**src/verilog/obj_pkg.sv**
```systemverilog
`default_nettype none

// Object engine constants and shared types
package obj_pkg;

    localparam int obj_count    = 32;               // Objects in the table
    localparam int obj_bytes    = 4;                // Bytes per object record
    localparam int obj_aw       = 7;                // Attribute RAM address width
    localparam int obj_height   = 16;               // Lines per object
    localparam int obj_width    = 16;               // Pixels per object line
    localparam int credit_depth = 4;                // Draw queue slots = initial credits

    // Derived widths
    localparam int credit_cw = $clog2(credit_depth + 1);  // Holds 0..credit_depth
    localparam int queue_aw  = $clog2(credit_depth);      // Queue pointer
    localparam int beat_w    = $clog2(obj_bytes + 1);     // Address beats plus latency beat

    // Last scan address of the table
    localparam logic [obj_aw-1:0] obj_last_addr = obj_aw'(obj_count * obj_bytes - 1);

    // Record as the draw side sees it, top byte first
    typedef struct packed {
        logic [7:0] x;      // Byte 0
        logic [7:0] y;      // Byte 1
        logic [3:0] pal;    // Byte 2 upper nibble
        logic       hflip;
        logic       vflip;
        logic [1:0] spare;  // Unused attribute bits
        logic [7:0] code;   // Byte 3
    } obj_fields_t;

    // Same word, either as RAM bytes or as fields
    typedef union packed {
        logic [0:obj_bytes-1][7:0] bytes;  // Index is RAM byte offset, 0 lands on x
        obj_fields_t               f;
    } obj_rec_u;

    // Per-line scan sequence
    typedef enum logic [1:0] {
        scan_idle,
        scan_fetch,
        scan_wait_credit,   // Stalled at object boundary, no credit
        scan_drain          // Table done, draw still busy
    } scan_state_e;

endpackage

`default_nettype wire

```
**src/verilog/obj_scan_counter.sv**
```systemverilog
`default_nettype none

// Object and byte index as one scan address
module obj_scan_counter import obj_pkg::*; (
    input  logic              clk,
    input  logic              arst_n,
    input  logic              clear,      // Start of line
    input  logic              step,       // One byte read issued
    output logic [obj_aw-1:0] scan_addr,
    output logic              obj_last
);

    // Upper bits are the object, low two the byte
    logic [obj_aw-1:0] addr;

    always_ff @(posedge clk or negedge arst_n) begin
        if (!arst_n) begin
            addr <= '0;
        end else if (clear) begin
            addr <= '0;
        end else if (step) begin
            addr <= addr + 1'b1;    // Wraps to object 0 after the last byte
        end
    end

    assign scan_addr = addr;

    // Final byte of final object
    assign obj_last = addr == obj_last_addr;

endmodule

`default_nettype wire

```
**config.mk**
```make
export PLATFORM = sky130hd
export DESIGN_NAME = obj_scan_counter
export DESIGN_NICKNAME = d
export VERILOG_FILES = /design/src/verilog/obj_pkg.sv /design/src/verilog/obj_scan_counter.sv
export SDC_FILE = /design/constraint.sdc
export NUM_CORES = 1
export LEC_CHECK = 0
export ABC_AREA = 1
export ABC_CLOCK_PERIOD_IN_PS = 2800
export BUFFER_PORTS_ARGS = -buffer_cell sky130_fd_sc_hd__buf_2
export CELL_PAD_IN_SITES_DETAIL_PLACEMENT = 1
export CELL_PAD_IN_SITES_GLOBAL_PLACEMENT = 2
export CORE_MARGIN = 5
export CORE_UTILIZATION = 27
export DETAILED_ROUTE_END_ITERATION = 10
export PLACE_DENSITY_LB_ADDON = 0.1
export RECOVER_POWER = 25
export SLEW_MARGIN = 5
export SYNTH_ARGS = -nofsm -noshare
export SYNTH_HDL_FRONTEND = slang
export SYNTH_SLANG_ARGS = --single-unit
```
**constraint.sdc**
```tcl
create_clock -name clk -period 2.8 [get_ports clk]
set_input_delay 0.28 -clock clk [delete_from_list [all_inputs] [get_ports clk]]
set_output_delay 0.28 -clock clk [all_outputs]
set_load 0.01 [all_outputs]
```
Yosys cells after proc, flatten, opt, wreduce, memory -nomap -nowiden
Cells that the tools add are included.

operators by class
  reductions and logical operators = 1
  muxes and demuxes = 2
  equality and inequality tests = 1
  $add $sub $neg = 1

operator list
  cell                                                           count
  7-bit 2-to-1 mux                                               2
  7-bit by 1-bit adder with 7-bit output, second input constant  1
  7-bit equality test, second input constant                     1
  2-bit nonzero test                                             1

word-level totals
  bits of input ports = 4
  word-level logic and storage cells = 6
  output and inout bits = 8
  flip-flop bits (word level) = 7

Longest topological paths before layout
Gate-level depths: netlist of run 1.

  depth after elaboration = 3
  mapped depth = 6
  mapped depth without buffers = 6

Worst setup path before layout of run 1
OpenSTA, ideal clock, no wires.

  path kind = register to output
  start = register addr[1] (netlist: scan_addr[1])
  end = output obj_last
  path buffers = 0
  required time = 2.520 ns
  slack = 1.620 ns
  arrival = 0.900 ns
  cell stages (with the launch flop) = 4
  cell sequence = dfrtp_1 ha_1 nand2_1 nor2_1

on the way
  cells in the longest elaborated chain, start to end = 1

ends and longest elaborated chain
  element                 line                    source
  from (decl)             obj_scan_counter.sv:14  logic [obj_aw-1:0] addr;
  from (signal assigned)  obj_scan_counter.sv:22  addr <= addr + 1'b1;
  7-bit equality test     obj_scan_counter.sv:29  assign obj_last = addr == obj_last_addr;
  to (decl)               obj_scan_counter.sv:10  output logic obj_last

Every way passes these cells.

Final worst setup path of run 1
  start = register addr[3] (netlist: scan_addr[3])
  end = output obj_last

Same word-level chain as after synthesis.

==> impl_metrics.yaml, run 1 <==
setup_path:
  setup.worst_path.start: "scan_addr[3]$_DFFE_PN0P_"
  r2r_cells: 6
  rr_endpoint: "scan_addr[6]$_DFFE_PN0P_"
  cp-start-kind: "flop"
  reg2reg_slack_ps: 1620
  path_cells: "nand2_1 -> nor2_2 -> nand2_1 -> nor2_1 -> buf_2"
  cp_common_cell: "nand2_1"
  critPathKind: "flop to output pin"
  r2r-start: "scan_addr[1]$_DFFE_PN0P_"
  cp_slowest_cell: "dfrtp_1"
  crit_fanout: 6
  cp.arrival_ps: 1230
  endpoint: "obj_last"
  cpPeakStageDelay_ps: 430
  end_kind: "output pin"
  cp_data_required_time_ps: 2520
synthesis:
  synth_seq_cells: 7
  synth.distinct_cells: 15
  yosys_warnings: 0
  syn_avg_cell_area_sq_um: 7.950
  syn_inst: 48
  ys_seq_area_frac: 0.4590
  synth_nets: 53
  synthesis.area_sq_um: 381.6
clock_network:
  cts-root-buf: "clkbuf_4"
  cts_buffer_depth: 2
  cts_num_sinks: 7
  cts_tree: "yes"
  ctsResizeCount: 0
  cts_made_buffers: 3
  clock_latency_ps: 250
  h-tree-depth: 1
  clk_pin_slew_ps: 50
floorplan:
  start_util: 0.2896
  dieArea_sq_um: 2265
  ioPinCount: 12
  die_y_um: 47.60
  core_sq_um: 1318
  rows: 13
  die_x_um: 47.60
cells_and_area:
  layout_commonest_cell: "nand2_1"
  area_growth_pct: 28.52
  n_antenna_cell: 0
  drive_above_1_share: 0.2813
  nFillCells: 173
  nNetsFinal: 70
  final_cell_area_sq_um: 490.5
  final_cell_mix: "13 x nand2_1, 10 x buf_2, 7 x dfrtp_1"
  largest_register_ff_count: 7
routing:
  drt.antenna.violating_nets: 0
  first_pass_iters: 2
  drt_wl_total_um: 966
  vias_per_cell: 4.772
  drtIter0Drc: 1
  drc: 0
  vias: 377
  route.detailed.wl_per_inst_um: 12.23
placement:
  gp_congestion: 0.6864
  dpl_cell_area_sq_um: 455.4
  io_buffers: 11
  dp_hpwl_um: 768.2
sta:
  maxSlewViolCount: 0
  timing.hold.ws_ps: 278.5
  rsz0062_at_grt: "false"
  fin_crit_sh: 0.5405
  max_freq_mhz: 660.8
  hold_viol_final: 0
  fin_crit_ps: 1513
  max_slew_margin: 0.7553
  skew_ps: 2.162
  tightest_slew_ps: 367.0
  fin_tns_setup_ps: 0
  finalSetupViolCount: 0
grt:
  grt_pass1_wl_um: 1656
  use_met1: 0.1422
  grt_pass1_vias: 387
  met2_usage: 0.1604
  track_usage: 0.1075
  grt_antenna_before_repair: 0
  busiest_layer: "met2"
  grt_max_degree: 8
  grtUsageMet3: 0.02256
  overflow: 0
power:
  vdd_ir_drop_max_mv: 0.2096
  power_density_nw_per_um2: 452.1
  p_leak_uw: 0.0002656
worst_hold_path:
  min-delay-path-class: "primary input to flop"
outcome:
  outcome: "finished clean"
job:
  cap_violations: 0
## cells in the mapped netlist
cell,instances,area [sq um]
a21o_1,1,7.510
a21oi_1,3,15.01
dfrtp_1,7,175.2
ha_1,1,12.51
inv_1,4,15.01
inv_2,1,3.750
nand2_1,13,48.80
nand2_4,1,11.26
nand3_1,4,20.02
nand4_1,1,6.260
nor2_1,6,22.52
nor2_2,1,6.260
nor2_4,2,22.52
nor3_1,1,5.000
o21ai_0,2,10.01
## cells by family after synthesis
family,count (synthesis),synth area share
AND/OR/NAND/NOR,29,0.3738
AO/OA/AOI/OAI,6,0.08524
adder cells (fa/ha/maj),1,0.03278
flip-flops,7,0.4590
buffers and inverters,5,0.04916
## metal layers
metal	routed length, um	vias up
li1	-	185
met3	45	2
met2	441	9
met1	463	181
met5	0	-
met4	15	0
## worst min-delay path by stage
stage	startpoint	endpoint	cells after the start
2_1_floorplan	arst_n	scan_addr[0]$_DFFE_PN0P_	0
3_3_place_gp	arst_n	scan_addr[0]$_DFFE_PN0P_	1
3_5_place_dp	arst_n	scan_addr[0]$_DFFE_PN0P_	1
4_1_cts	clear	scan_addr[2]$_DFFE_PN0P_	2
5_1_grt	clear	scan_addr[2]$_DFFE_PN0P_	2
6_report	clear	scan_addr[2]$_DFFE_PN0P_	2
## repair_timing
| action | in CTS | in global routing |
|---|---|---|
| buffers inserted | 0 | 0 |
| hold endpoints to repair | 7 | 0 |
| hold buffers | 1 | 0 |
## metrics by stage
stage / cells / power, uW / util / worst slack, ps
6_report: 79 / 221.8 / 0.3723 / 1287
2_1_floorplan: 48 / 119.8 / - / 1620
3_5_place_dp: 74 / 131.3 / 0.3457 / 1526
4_1_cts: 79 / 226.9 / 0.3732 / 1247
3_3_place_gp: 74 / 131.7 / 0.3457 / 1541
5_1_grt: 79 / 233.2 / 0.3723 / 1146
## where the power goes
part	internal [uW]	total [uW]	switching, uW
Clock	54.4	91.9	37.5
Combinational	8.34	23.1	14.8
Sequential	104	107	2.86
## worst max-delay path, delay by kind of cell (launching register included)
kind | cells | cell delay [ps]
flip-flops | 1 | 430
buffers and inverters | 1 | 130
AND/OR/NAND/NOR | 4 | 440
## area by class of cell
class / count / area [sq um] / share of cell area
Clock buffer: 4 / 26.28 / 0.05357
Inverter: 5 / 18.77 / 0.03827
Multi-Input combinational cell: 36 / 187.7 / 0.3827
Sequential cell: 7 / 175.2 / 0.3571
Tap cell: 15 / 18.77 / 0.03827
Timing Repair Buffer: 12 / 63.81 / 0.1301
Power figures use the tool's default switching activity.
==> run 2, diff against run 1 <==
Settings changed: ABC_CLOCK_PERIOD_IN_PS 2800 to 1600, CORE_UTILIZATION 27 to 25.
Clock period 2.8 ns to 1.6 ns, I/O delays scaled along.
==> run 2 against run 1 <==
Compared with the run above: wire length grew 5.8%; register-to-register slack lost 1200 ps; clock power is 89% higher; total power is 81% higher.
==> impl_metrics.yaml, run 2 (synthesis gave the netlist of run 1 again) <==
outcome:
  outcome: "finished clean"
sta:
  hold_viol_final: 0
  skew_ps: 6.984
  finalSetupViolCount: 0
  fin_tns_setup_ps: 0
  rsz0062_at_grt: "false"
  max_slew_margin: 0.7012
  timing.hold.ws_ps: 167.4
  max_freq_mhz: 706.2
  maxSlewViolCount: 0
  tightest_slew_ps: 448.2
  fin_crit_sh: 0.8850
  finalWorstSetupSlack_ps: 184.0
  fin_crit_ps: 1416
grt:
  grt_pass1_vias: 359
  track_usage: 0.09443
  grt_max_degree: 8
  grt_pass1_wl_um: 1745
  grt_antenna_before_repair: 0
  overflow: 0
routing:
  vias_per_cell: 4.663
  drt.antenna.violating_nets: 0
  drt_wl_total_um: 1022
  drtIter0Drc: 3
  route.detailed.wl_per_inst_um: 12.78
  first_pass_iters: 2
  vias: 373
  drc: 0
floorplan:
  ioPinCount: 12
  rows: 14
  core_sq_um: 1471
  start_util: 0.2594
  die_x_um: 49.07
  die_y_um: 49.07
  dieArea_sq_um: 2408
job:
  cap_violations: 0
setup_path:
  critPathKind: "flop to output pin"
  cp.arrival_ps: 1260
  end_kind: "output pin"
  cp_data_required_time_ps: 1440
  cp-start-kind: "flop"
  crit_fanout: 6
power:
  power_density_nw_per_um2: 815.2
  vdd_ir_drop_max_mv: 0.2984
  p_leak_uw: 0.0002656
cells_and_area:
  drive_above_1_share: 0.2813
  final_cell_mix: "13 x nand2_1, 10 x buf_2, 7 x dfrtp_1"
  layout_commonest_cell: "nand2_1"
  area_growth_pct: 28.85
  nNetsFinal: 70
  largest_register_ff_count: 7
  n_antenna_cell: 0
clock_network:
  h-tree-depth: 1
  ctsResizeCount: 0
  clock_latency_ps: 260
  cts-root-buf: "clkbuf_4"
  cts_num_sinks: 7
  cts_buffer_depth: 2
  ctsHoldBuffers: 1
  clk_pin_slew_ps: 60
  post_cts.repair.setup_buffers: 0
  cts_made_buffers: 3
  cts_tree: "yes"
placement:
  dp_hpwl_um: 791.8
  post-place-ws_ps: 420.3
  gp_congestion: 0.6863
  io_buffers: 11
worst_hold_path:
  min-delay-path-class: "primary input to flop"
run 2: cell counts in the layout (fill, tap and decap cells not counted):
Identical to the previous run, type by type.
run 2: worst paths after layout:
check                                          from                  endpoint  slack (ps)  cells past startpoint
max                        scan_addr[3]$_DFFE_PN0P_                  obj_last         180                      5
min                                           clear  scan_addr[2]$_DFFE_PN0P_         170                      2
max reg2reg                scan_addr[0]$_DFFE_PN0P_  scan_addr[4]$_DFFE_PN0P_         400                      6
min reg2reg                scan_addr[5]$_DFFE_PN0P_  scan_addr[5]$_DFFE_PN0P_         550                      2
max in group asynchronous                    arst_n  scan_addr[3]$_DFFE_PN0P_         940                      2
min in group asynchronous                    arst_n  scan_addr[0]$_DFFE_PN0P_         350                      2
run 2: area by class of cell:
type | count | area, sq um
clock buffer | 4 | 26.28
multi-input combinational | 36 | 187.7
inverter | 5 | 18.77
tap | 16 | 20.02
fill | 200 | 979.7
sequential | 7 | 175.2
timing repair buffer | 12 | 63.81
run 2: critical path: stages, from the launching register on:
cell and delay [ps]:
dfrtp_1 430, nand2_1 120, nor2_2 170, nand2_1 70, nor2_1 80, buf_2 130
run 2: power by group:
group / internal [uW] / switching (uW)
clock: 96.0 / 77.5
combinational: 14.7 / 25.9
sequential: 181 / 5.29
run 2: metal layers:
metal | vias to the layer above | global-route usage | wire length [um]
li1 | 187 | - | -
met1 | 176 | 0.1220 | 486
met2 | 10 | 0.1309 | 470
met3 | 0 | 0.04587 | 66
met4 | 0 | 0.04036 | 0
met5 | - | 0 | 0
run 2: metrics by stage:
stage               power, uW  area (sq um)  cells  utilization
finish                  400.8         491.7     80       0.3342
global route            422.5         491.7     80       0.3342
CTS                     408.2         493.0     80       0.3350
detailed placement      229.9         456.7     75       0.3104
global placement        230.6         456.7     75       0.3104
floorplan               209.6         381.6     48            -
