## config.mk

```make
export PLATFORM = sky130hd
export DESIGN_NAME = obj_ram
export DESIGN_NICKNAME = d
export VERILOG_FILES = /design/src/verilog/obj_pkg.sv /design/src/verilog/obj_ram.sv
export SDC_FILE = /design/constraint.sdc
export NUM_CORES = 1
export LEC_CHECK = 0
export ABC_CLOCK_PERIOD_IN_PS = 3200
export BUFFER_PORTS_ARGS = -buffer_cell sky130_fd_sc_hd__buf_2
export CORE_MARGIN = 2
export CORE_UTILIZATION = 35
export DETAILED_ROUTE_END_ITERATION = 7
export PLACE_DENSITY = 0.54
export SYNTH_ARGS = -nofsm -noshare
export SYNTH_HDL_FRONTEND = slang
export SYNTH_SLANG_ARGS = --single-unit
```

## constraint.sdc

```tcl
create_clock -name clk -period 3.2 [get_ports clk]
set_input_delay 0.64 -clock clk [delete_from_list [all_inputs] [get_ports clk]]
set_output_delay 0.64 -clock clk [all_outputs]
set_load 0.01 [all_outputs]
```

## src/verilog/obj_pkg.sv

```systemverilog
`default_nettype none

// Object engine constants and shared types
package obj_pkg;

    localparam int obj_count    = 32;               // Objects in the table
    localparam int obj_bytes    = 4;                // Bytes per object record
    localparam int obj_aw       = 7;                // Attribute RAM address width
    localparam int obj_height   = 16;               // Lines per object
    localparam int obj_width    = 16;               // Pixels per object line
    localparam int credit_depth = 4;                // Draw queue slots = initial credits

    // Derived widths
    localparam int credit_cw = $clog2(credit_depth + 1);  // Holds 0..credit_depth
    localparam int queue_aw  = $clog2(credit_depth);      // Queue pointer
    localparam int beat_w    = $clog2(obj_bytes + 1);     // Address beats plus latency beat

    // Last scan address of the table
    localparam logic [obj_aw-1:0] obj_last_addr = obj_aw'(obj_count * obj_bytes - 1);

    // Record as the draw side sees it, top byte first
    typedef struct packed {
        logic [7:0] x;      // Byte 0
        logic [7:0] y;      // Byte 1
        logic [3:0] pal;    // Byte 2 upper nibble
        logic       hflip;
        logic       vflip;
        logic [1:0] spare;  // Unused attribute bits
        logic [7:0] code;   // Byte 3
    } obj_fields_t;

    // Same word, either as RAM bytes or as fields
    typedef union packed {
        logic [0:obj_bytes-1][7:0] bytes;  // Index is RAM byte offset, 0 lands on x
        obj_fields_t               f;
    } obj_rec_u;

    // Per-line scan sequence
    typedef enum logic [1:0] {
        scan_idle,
        scan_fetch,
        scan_wait_credit,   // Stalled at object boundary, no credit
        scan_drain          // Table done, draw still busy
    } scan_state_e;

endpackage

`default_nettype wire

```

## src/verilog/obj_ram.sv

```systemverilog
`default_nettype none

// Object attribute RAM, CPU writes only in vertical blank
module obj_ram import obj_pkg::*; (
    input  logic              clk,
    input  logic              arst_n,
    input  logic              cpu_cs,
    input  logic              cpu_wr_n,
    input  logic [obj_aw-1:0] cpu_addr,
    input  logic [7:0]        cpu_data,
    input  logic              lvbl,       // High during active video
    input  logic [obj_aw-1:0] scan_addr,
    output logic [7:0]        scan_q
);

    logic [7:0]        mem [obj_count*obj_bytes];
    logic [obj_aw-1:0] wr_addr;
    logic [7:0]        wr_data;
    logic              wr_en;

    // CPU register stage
    always_ff @(posedge clk or negedge arst_n) begin
        if (!arst_n) begin
            wr_en <= 1'b0;
        end else begin
            wr_en <= cpu_cs && !cpu_wr_n && !lvbl;  // Active video writes die here
        end
    end

    always_ff @(posedge clk) begin
        if (cpu_cs && !cpu_wr_n) begin
            wr_addr <= cpu_addr;
            wr_data <= cpu_data;
        end
    end

    // Storage, write one cycle after capture
    always_ff @(posedge clk) begin
        if (wr_en) begin
            mem[wr_addr] <= wr_data;
        end
    end

    // Scan port, one cycle read latency
    always_ff @(posedge clk) begin
        scan_q <= mem[scan_addr];
    end

endmodule

`default_nettype wire

```

# --- Word-level counts from Yosys, hierarchy flattened ---
# Memory sizes are Yosys's and may differ from the RTL's. A register that Yosys moved wholly into a read port is not among the register bits.
# Index checks and enable logic that the tools add are counted.
classes:
  muxes: 2
  reduce_logical: 4
op_table:
  columns: ["op", "n"]
  rows:
  - ["logical AND 1 bit", 2]
  - ["zero test 1 bit", 2]
  - ["2-to-1 mux 1 bit", 2]
word_totals:
  out_inout_bits: 8
  mem_count: 1
  regBits: 16
  input_bits: 27
  ramBits: 1024
memory_table:
  columns: ["name", "depth", "width", "read_ports", "rd_ports_with_merged_regs", "wr", "line", "rtl"]
  rows:
  - ["mem", 128, 8, 1, 1, 1, "obj_ram.sv:16", "logic [7:0] mem [obj_count*obj_bytes];"]

# --- Depth between registers and ports, before layout ---
# Gate-level depths: netlist of run 1.
logic_depth:
  ltp_word: 3
  depth_mapped: 7

# --- Worst setup path before layout of run 1 ---
# No wires, ideal clock.
synth_timing:
  path_kind: "input to register"
  from: "input scan_addr[0]"
  to: "register scan_q[0] (read register of mem)"
  setup_slack_ns: 0.063
  arrival_ns: 3.016
  t_required_ns: 3.079
  setup_time_ns: 0.121
  n_path_buf: 2
  path_stages: 6
  path_cell_list: "clkbuf_1 -> buf_1 -> mux4_2 -> mux4_2 -> mux4_2 -> mux2_2"
synth_rtl:
  columns: ["element", "line", "rtl"]
  rows:
  - ["from (decl)", "obj_ram.sv:12", "input logic [obj_aw-1:0] scan_addr,"]
  - ["to (decl)", "obj_ram.sv:13", "output logic [7:0] scan_q"]

# --- Worst setup path in the final report of run 1 ---
layout_timing:
  from: "register wr_addr[3]"
  to: "memory mem[86][4], enable pin"
layout_rtl:
  columns: ["element", "line", "rtl"]
  rows:
  - ["from (decl)", "obj_ram.sv:17", "logic [obj_aw-1:0] wr_addr;"]
  - ["from (signal assigned)", "obj_ram.sv:32", "wr_addr <= cpu_addr;"]
  - ["to (decl)", "obj_ram.sv:16", null]
# Straight into the memory's write port.

==> metrics, run 1 <==
outcome=completed; largest net degree at the start of global routing=~130; P_int=about 23 mW; element type at the critical path start=flop; Final Max Tran Viols=0; Placement Cell Area=between 40000 and 50000 um2; CP endpoint kind=flop; Core Rows=124; Setup Buffers After CTS=0; power share of the clock group=between 40% and 50%; Synth Flop Type=edfxtp_1; PD cells=around 620 nW/um2; final hold vios=0; Crit Path Class=reg -> reg; Switching Share=20.6%; Post-Route M1 WL=just under 40000 um; syn avg cell area=around 24 um2; CP max FO=8; min-delay worst type=in -> reg; synthesized flop and latch total=between 1000 and 1500; top-count cell post-synth=edfxtp_1; vias per cell=roughly 5.2; placed instance count=roughly 3300; metal3 WL=6130 um; Max Used Layer=met5; relative slew slack=25.0%; CTS H-Tree Depth=3; Syn Inst Count=1653; Layout Utilization=approximately 41%; Detailed Routing Iterations Pass 1=5; GRT overflow=0; Register Area=~31000 um2; Achievable Freq=~370 MHz; YS warnings=0; # Max-Cap Violations=0; synthesized area=between 40000 and 50000 um2; GPL Wtd Cong=0.772; Yosys top cell by area=edfxtp_1; Critical Path RT=between 3 and 4 ns; detailed placement HPWL=just under 60000 um; drc violations=0; Initial Utilization=35.2%; min cycle time layout=between 2 and 3 ns; # nets final=1935; post-route cell area=around 47000 um2; hold depth=2; asr flop ratio synth=0.0954%; initial antenna violation count=5; first-pass GRT wire length=~140000 um; R2R cell count=4; port bufs=34; Die W=about 340 um; die area=about 120000 um2; synth-to-layout area growth=17.9%; share of the synthesized area in the top cell type=approximately 78%; final wirelength=93400 um; Tcrit/Tclk final=~84%; met2 routed wirelength=between 40000 and 50000 um; Psw=between 5 and 6 mW; # IOs=35; Post-synth EDFFs=1039; Clock Sink Count=roughly 1000; PostCTS Resize Cnt=0; library cells used by synthesis=18; area occupied by multi-input gates=around 8400 um2; Peak VDD IR=between 400 and 500 uV; Synth area leaders=edfxtp_1 (78%), mux4_2 (19%), nor2_1 (1.1%), dfxtp_1 (0.40%), clkbuf_1 (0.39%); GRT Resource Usage Total=between 15 and 20%; commonest cells in the synthesized netlist=edfxtp_1 (1039), mux4_2 (336), nor2_1 (122); layout cells sized above 1=36.4%; Reg power frac=about 52%; final setup fails=0; combinational power share=around 5.2%; CTS buffer count=~110; Total Power=29.1 mW; TritonCTS clock tree=done; RSZ-0062 raised after global routing=no; die height=343 um; via count=18100; Leak Pwr=14.8 nW; clock buffer depth=3; DR WL/cell=about 27 um; clk_skew=about 0.024 ns; Reg clk slew, reported paths=roughly 0.06 ns; Seq/Total Area, Yosys=about four fifths; 1st-iter DRT viols=around 1700; Least-Margin Pin Slew=between 1 and 1.5 ns; ANT nets after route=0; final std cells w/o fill=approximately 3500; clk_lat worst skew=between 0.6 and 0.7 ns; core area=approximately 110000 um2; Root Driver=clkbuf_16; # fillers=9789; syn_nets=between 1500 and 2000; vias in the first global route=19200; CP arrival=a little over 3 ns
power groups by stage:
stage                     sequential [mW]  clock [mW]  combinational [mW]
after floorplan                      15.7           0               0.735
after global placement               15.5           0                1.51
after detailed placement             15.5           0                1.54
after CTS                            15.2        12.6                1.54
after global routing                 15.2        13.2                1.59
final                                15.2        12.4                1.50
sequential cells by signal, indices dropped and copies added, names as in the netlist:
signal / flops
mem: 1024
scan_q: 8
wr_data: 8
wr_addr: 7
wr_en: 1
critical path, stage by stage, from the launching register on:
cell and delay [ns]:
edfxtp_1 0.52, nor2b_1 0.69, nand3_1 0.44, nor3_1 0.49, buf_4 0.26
routing by layer:
metal,GRT usage [%],up-vias
met1,22.3,9851
li1,-,7608
met4,3.40,4
met3,3.32,100
met2,26.4,533
met5,0,-
layout make-up:
cell class                 instances  share of cell area, %
antenna                            1                0.00529
clock buffer                     135                   6.06
clock inverter                    62                   1.32
multi-input combinational        516                   17.7
sequential                      1048                   66.3
tap                             1512                   4.00
timing repair buffer             234                   4.62
what timing repair did:
| action | CTS | global route |
|---|---|---|
| setup endpoints to repair | 0 | 0 |
| hold buffers | 1 | 0 |
| endpoints found under the hold margin | 1 | 0 |
kinds of logic (layout without fill, tap and decap cells):
| kind of cell | count (synthesis) | in the layout | synth area share (%) |
|---|---|---|---|
| and+or+nand+nor | 172 | 172 | 1.77 |
| other | 0 | 1 | 0 |
| DFF | 1048 | 1048 | 78.2 |
| muxes | 344 | 344 | 19.1 |
| buffers and inverters | 89 | 431 | 0.994 |
through the flow:
step	setup WS [ns]	hold slack, ns	TNS, ns
floorplan	0.0628	0.344	0
global placement	-0.164	0.418	-0.935
detailed placement	-0.161	0.419	-0.986
CTS	0.559	0.0847	0
global route	0.491	0.101	0
finish	0.505	0.127	0
path summary, 6_finish.rpt:
check | startpoint | endpoint | slack [ns]
min in group asynchronous | arst_n | wr_en$_DFF_PN0_ | 0.28
worst max register to register | wr_addr[3]$_DFFE_PP_ | mem[86][4]$_DFFE_PP_ | 0.51
max in group asynchronous | arst_n | wr_en$_DFF_PN0_ | 2.83
worst max-delay path | wr_addr[3]$_DFFE_PP_ | mem[86][4]$_DFFE_PP_ | 0.51
worst min register to register | wr_data[1]$_DFFE_PP_ | mem[75][1]$_DFFE_PP_ | 0.88
worst min-delay path | lvbl | wr_en$_DFF_PN0_ | 0.13
layout by cell type (no fill, tap or decap), drive strengths merged:
| master | count |
|---|---|
| buf | 233 |
| edfxtp | 1039 |
| nor2 | 122 |
| nor2b | 9 |
| inv | 1 |
| mux4 | 336 |
| clkinvlp | 1 |
| clkbuf | 135 |
| nand4 | 3 |
| clkinv | 48 |
| nor3 | 9 |
| dlygate4sd3 | 1 |
| diode | 1 |
| dfrtp | 1 |
| dfxtp | 8 |
| nand2 | 14 |
| nand3 | 12 |
| or3 | 1 |
| bufinv | 12 |
| nand2b | 2 |
| mux2 | 8 |
Power figures use the tool's default switching activity.
==> run 2, diff against run 1 <==
- ABC_CLOCK_PERIOD_IN_PS: 3200 -> 2400
- PLACE_DENSITY: 0.54 -> 0.56
- clock period: 3.2 -> 2.4 ns (I/O delays scaled with it)
==> metrics, run 2 (synthesis results as in run 1) <==
Total Power=38.5 mW (+32%); clk_lat worst skew=0.67 ns (about the same); # nets final=2057 (+6.3%); Reg clk slew, reported paths=0.06 ns (about the same); via count=18800 (+3.6%); Post-Route M1 WL=40800 um (+3.7%); Core Rows=124 (unchanged); element type at the critical path start=flop; CP most frequent cell=mux4_2; WP buf/inv=0 (-1); Initial Utilization=35.2% (unchanged); CTS H-Tree Depth=3 (unchanged); Max Used Layer=met5; commonest non-fill, non-tap cells in the layout=edfxtp_1 (1039), mux4_2 (336), buf_4 (260); min cycle time layout=2.45 ns (-0.248 ns); register bank with the most flops=mem; outcome=finished, violations left; drc violations=0 (unchanged); final wirelength=95600 um (+2.4%); Crit Path Class=reg -> reg; slowest CP cell=mux4_2; WP depth=4 (unchanged); placed instance count=3385 (+2.3%); layout cells sized above 1=39.6% (+3.1 points); CP top delay family=multiplexers; Die W=343 um (unchanged); DR WL/cell=26.4 um (-1.0%); Max stage delay on crit path=0.59 ns (-0.10 ns); GRT overflow=0 (unchanged); initial antenna violation count=7 (+2); Root Driver=clkbuf_16; vias in the first global route=19400 (+1.0%); first-pass GRT wire length=138000 um (+1.4%); Achievable Freq=409 MHz (+10%); PnR worst setup slack=-0.0467 ns (-0.552 ns); Clock Sink Count=1048 (unchanged); failing checks=setup timing; final setup fails=8 (+8); core area=114000 um2 (unchanged); GPL Wtd Cong=0.780 (+0.96%); TritonCTS clock tree=done; relative slew slack=42.9% (+18 points); Detailed Routing Iterations Pass 1=5 (unchanged); Antenna Cells=0 (-1); worst reg2reg setup slack=-0.05 ns (-0.55 ns); largest net degree at the start of global routing=129 (unchanged); R2R cell count=4 (unchanged); post-placement setup slack=-0.839 ns (-0.677 ns); RR Endpoint=scan_q[1]$_DFF_P_; die height=343 um (unchanged); Critical Path RT=2.95 ns (-0.63 ns); die area=117000 um2 (unchanged); met2 routed wirelength=45700 um (-1.5%); Tcrit/Tclk final=102% (+18 points); ANT nets after route=0 (unchanged); final std cells w/o fill=3628 (+3.4%); metal3 WL=6690 um (+9.1%); Leak Pwr=15.4 nW (+4.3%); clk_skew=0.0242 ns (+0.000355 ns); # Max-Cap Violations=0 (unchanged); CP arrival=3.00 ns (-0.07 ns); 1st-iter DRT viols=1977 (+17%); # fillers=9711 (-0.80%); # IOs=35 (unchanged); CP endpoint kind=flop; Least-Margin Pin Slew=0.857 ns (-0.265 ns); detailed placement HPWL=60500 um (+4.2%); synth-to-layout area growth=20.4%; crit-path cells=mux4_2, mux4_2, mux4_2, mux2_2; port bufs=34 (unchanged); Layout Utilization=42.4% (+0.91 points); most common cell after layout, fill and taps aside=edfxtp_1; RSZ-0062 raised after global routing=yes; min-delay worst type=in -> async; vias per cell=5.17 (+0.20%); CP max FO=1 (-7); clock buffer depth=3 (unchanged); Largest regs=mem: 1024 flops, scan_q: 8 flops, wr_data: 8 flops; PD cells=795 nW/um2 (+29%); reg2reg start=mem[95][1]$_DFFE_PP_; final hold vios=0 (unchanged); Final Max Tran Viols=0 (unchanged); GRT Resource Usage Total=16.4% (+0.32 points); max reg flops=1024 (unchanged); Peak VDD IR=706 uV (+48%); CTS buffer count=102 (-5.6%)
-- run 2: cell count changes in the layout (fill, tap and decap cells not counted), sizes merged, moves of 2 or more --
cell / before / now
clkbuf: 135 / 144
bufinv: 12 / 10
clkinv: 48 / 32
dlygate4sd3: 1 / 17
buf: 233 / 341
clkinvlp: 1 / 5
-- run 2: what timing repair did --
| item | in CTS | in global routing |
|---|---|---|
| endpoints found under the setup margin | 8 | 12 |
| cloned | 1 | 3 |
| endpoints found under the hold margin | 17 | 0 |
| setup buffers | 18 | 14 |
| hold buffers | 17 | 0 |
| resized for setup | 13 | 5 |
-- run 2: report_power, final --
part / switching, mW / internal, mW
clock: 6.65 / 9.30
sequential: 0.0891 / 20.3
combinational: 1.19 / 0.982
-- run 2: layer usage --
| layer | up-vias | GRT usage [%] |
|---|---|---|
| li1 | 7863 | - |
| met1 | 10100 | 23.3 |
| met2 | 660 | 25.8 |
| met3 | 113 | 3.09 |
| met4 | 8 | 5.18 |
| met5 | - | 0 |
-- run 2: worst max-delay path by stage --
stage | startpoint | to | slack, ns
2_1_floorplan | scan_addr[0] | scan_q[0]$_DFF_P_ | -0.28
3_3_place_gp | scan_addr[0] | scan_q[5]$_DFF_P_ | -0.83
3_5_place_dp | scan_addr[0] | scan_q[5]$_DFF_P_ | -0.84
4_1_cts | mem[95][1]$_DFFE_PP_ | scan_q[1]$_DFF_P_ | -0.05
5_1_grt | mem[95][7]$_DFFE_PP_ | scan_q[7]$_DFF_P_ | -0.05
6_report | mem[95][1]$_DFFE_PP_ | scan_q[1]$_DFF_P_ | -0.05
-- run 2: per-stage QoR --
stage	hold WS, ns	setup TNS, ns	cell area, um2
floorplan	0.184	-2.24	40500
global placement	0.257	-6.46	44400
detailed placement	0.257	-6.49	44400
CTS	0.0607	-0.207	48200
global route	0.109	-0.276	48400
finish	0.0975	-0.187	48400
-- run 2: area by class of cell --
cell class                      instances  area, um2  share of cell area, %
Clock inverter                         49        528                   1.09
Multi-Input combinational cell        516       8390                   17.4
Tap cell                             1512       1890                   3.91
Sequential cell                      1048      31400                   64.9
Clock buffer                          141       2820                   5.84
Timing Repair Buffer                  362       3340                   6.91
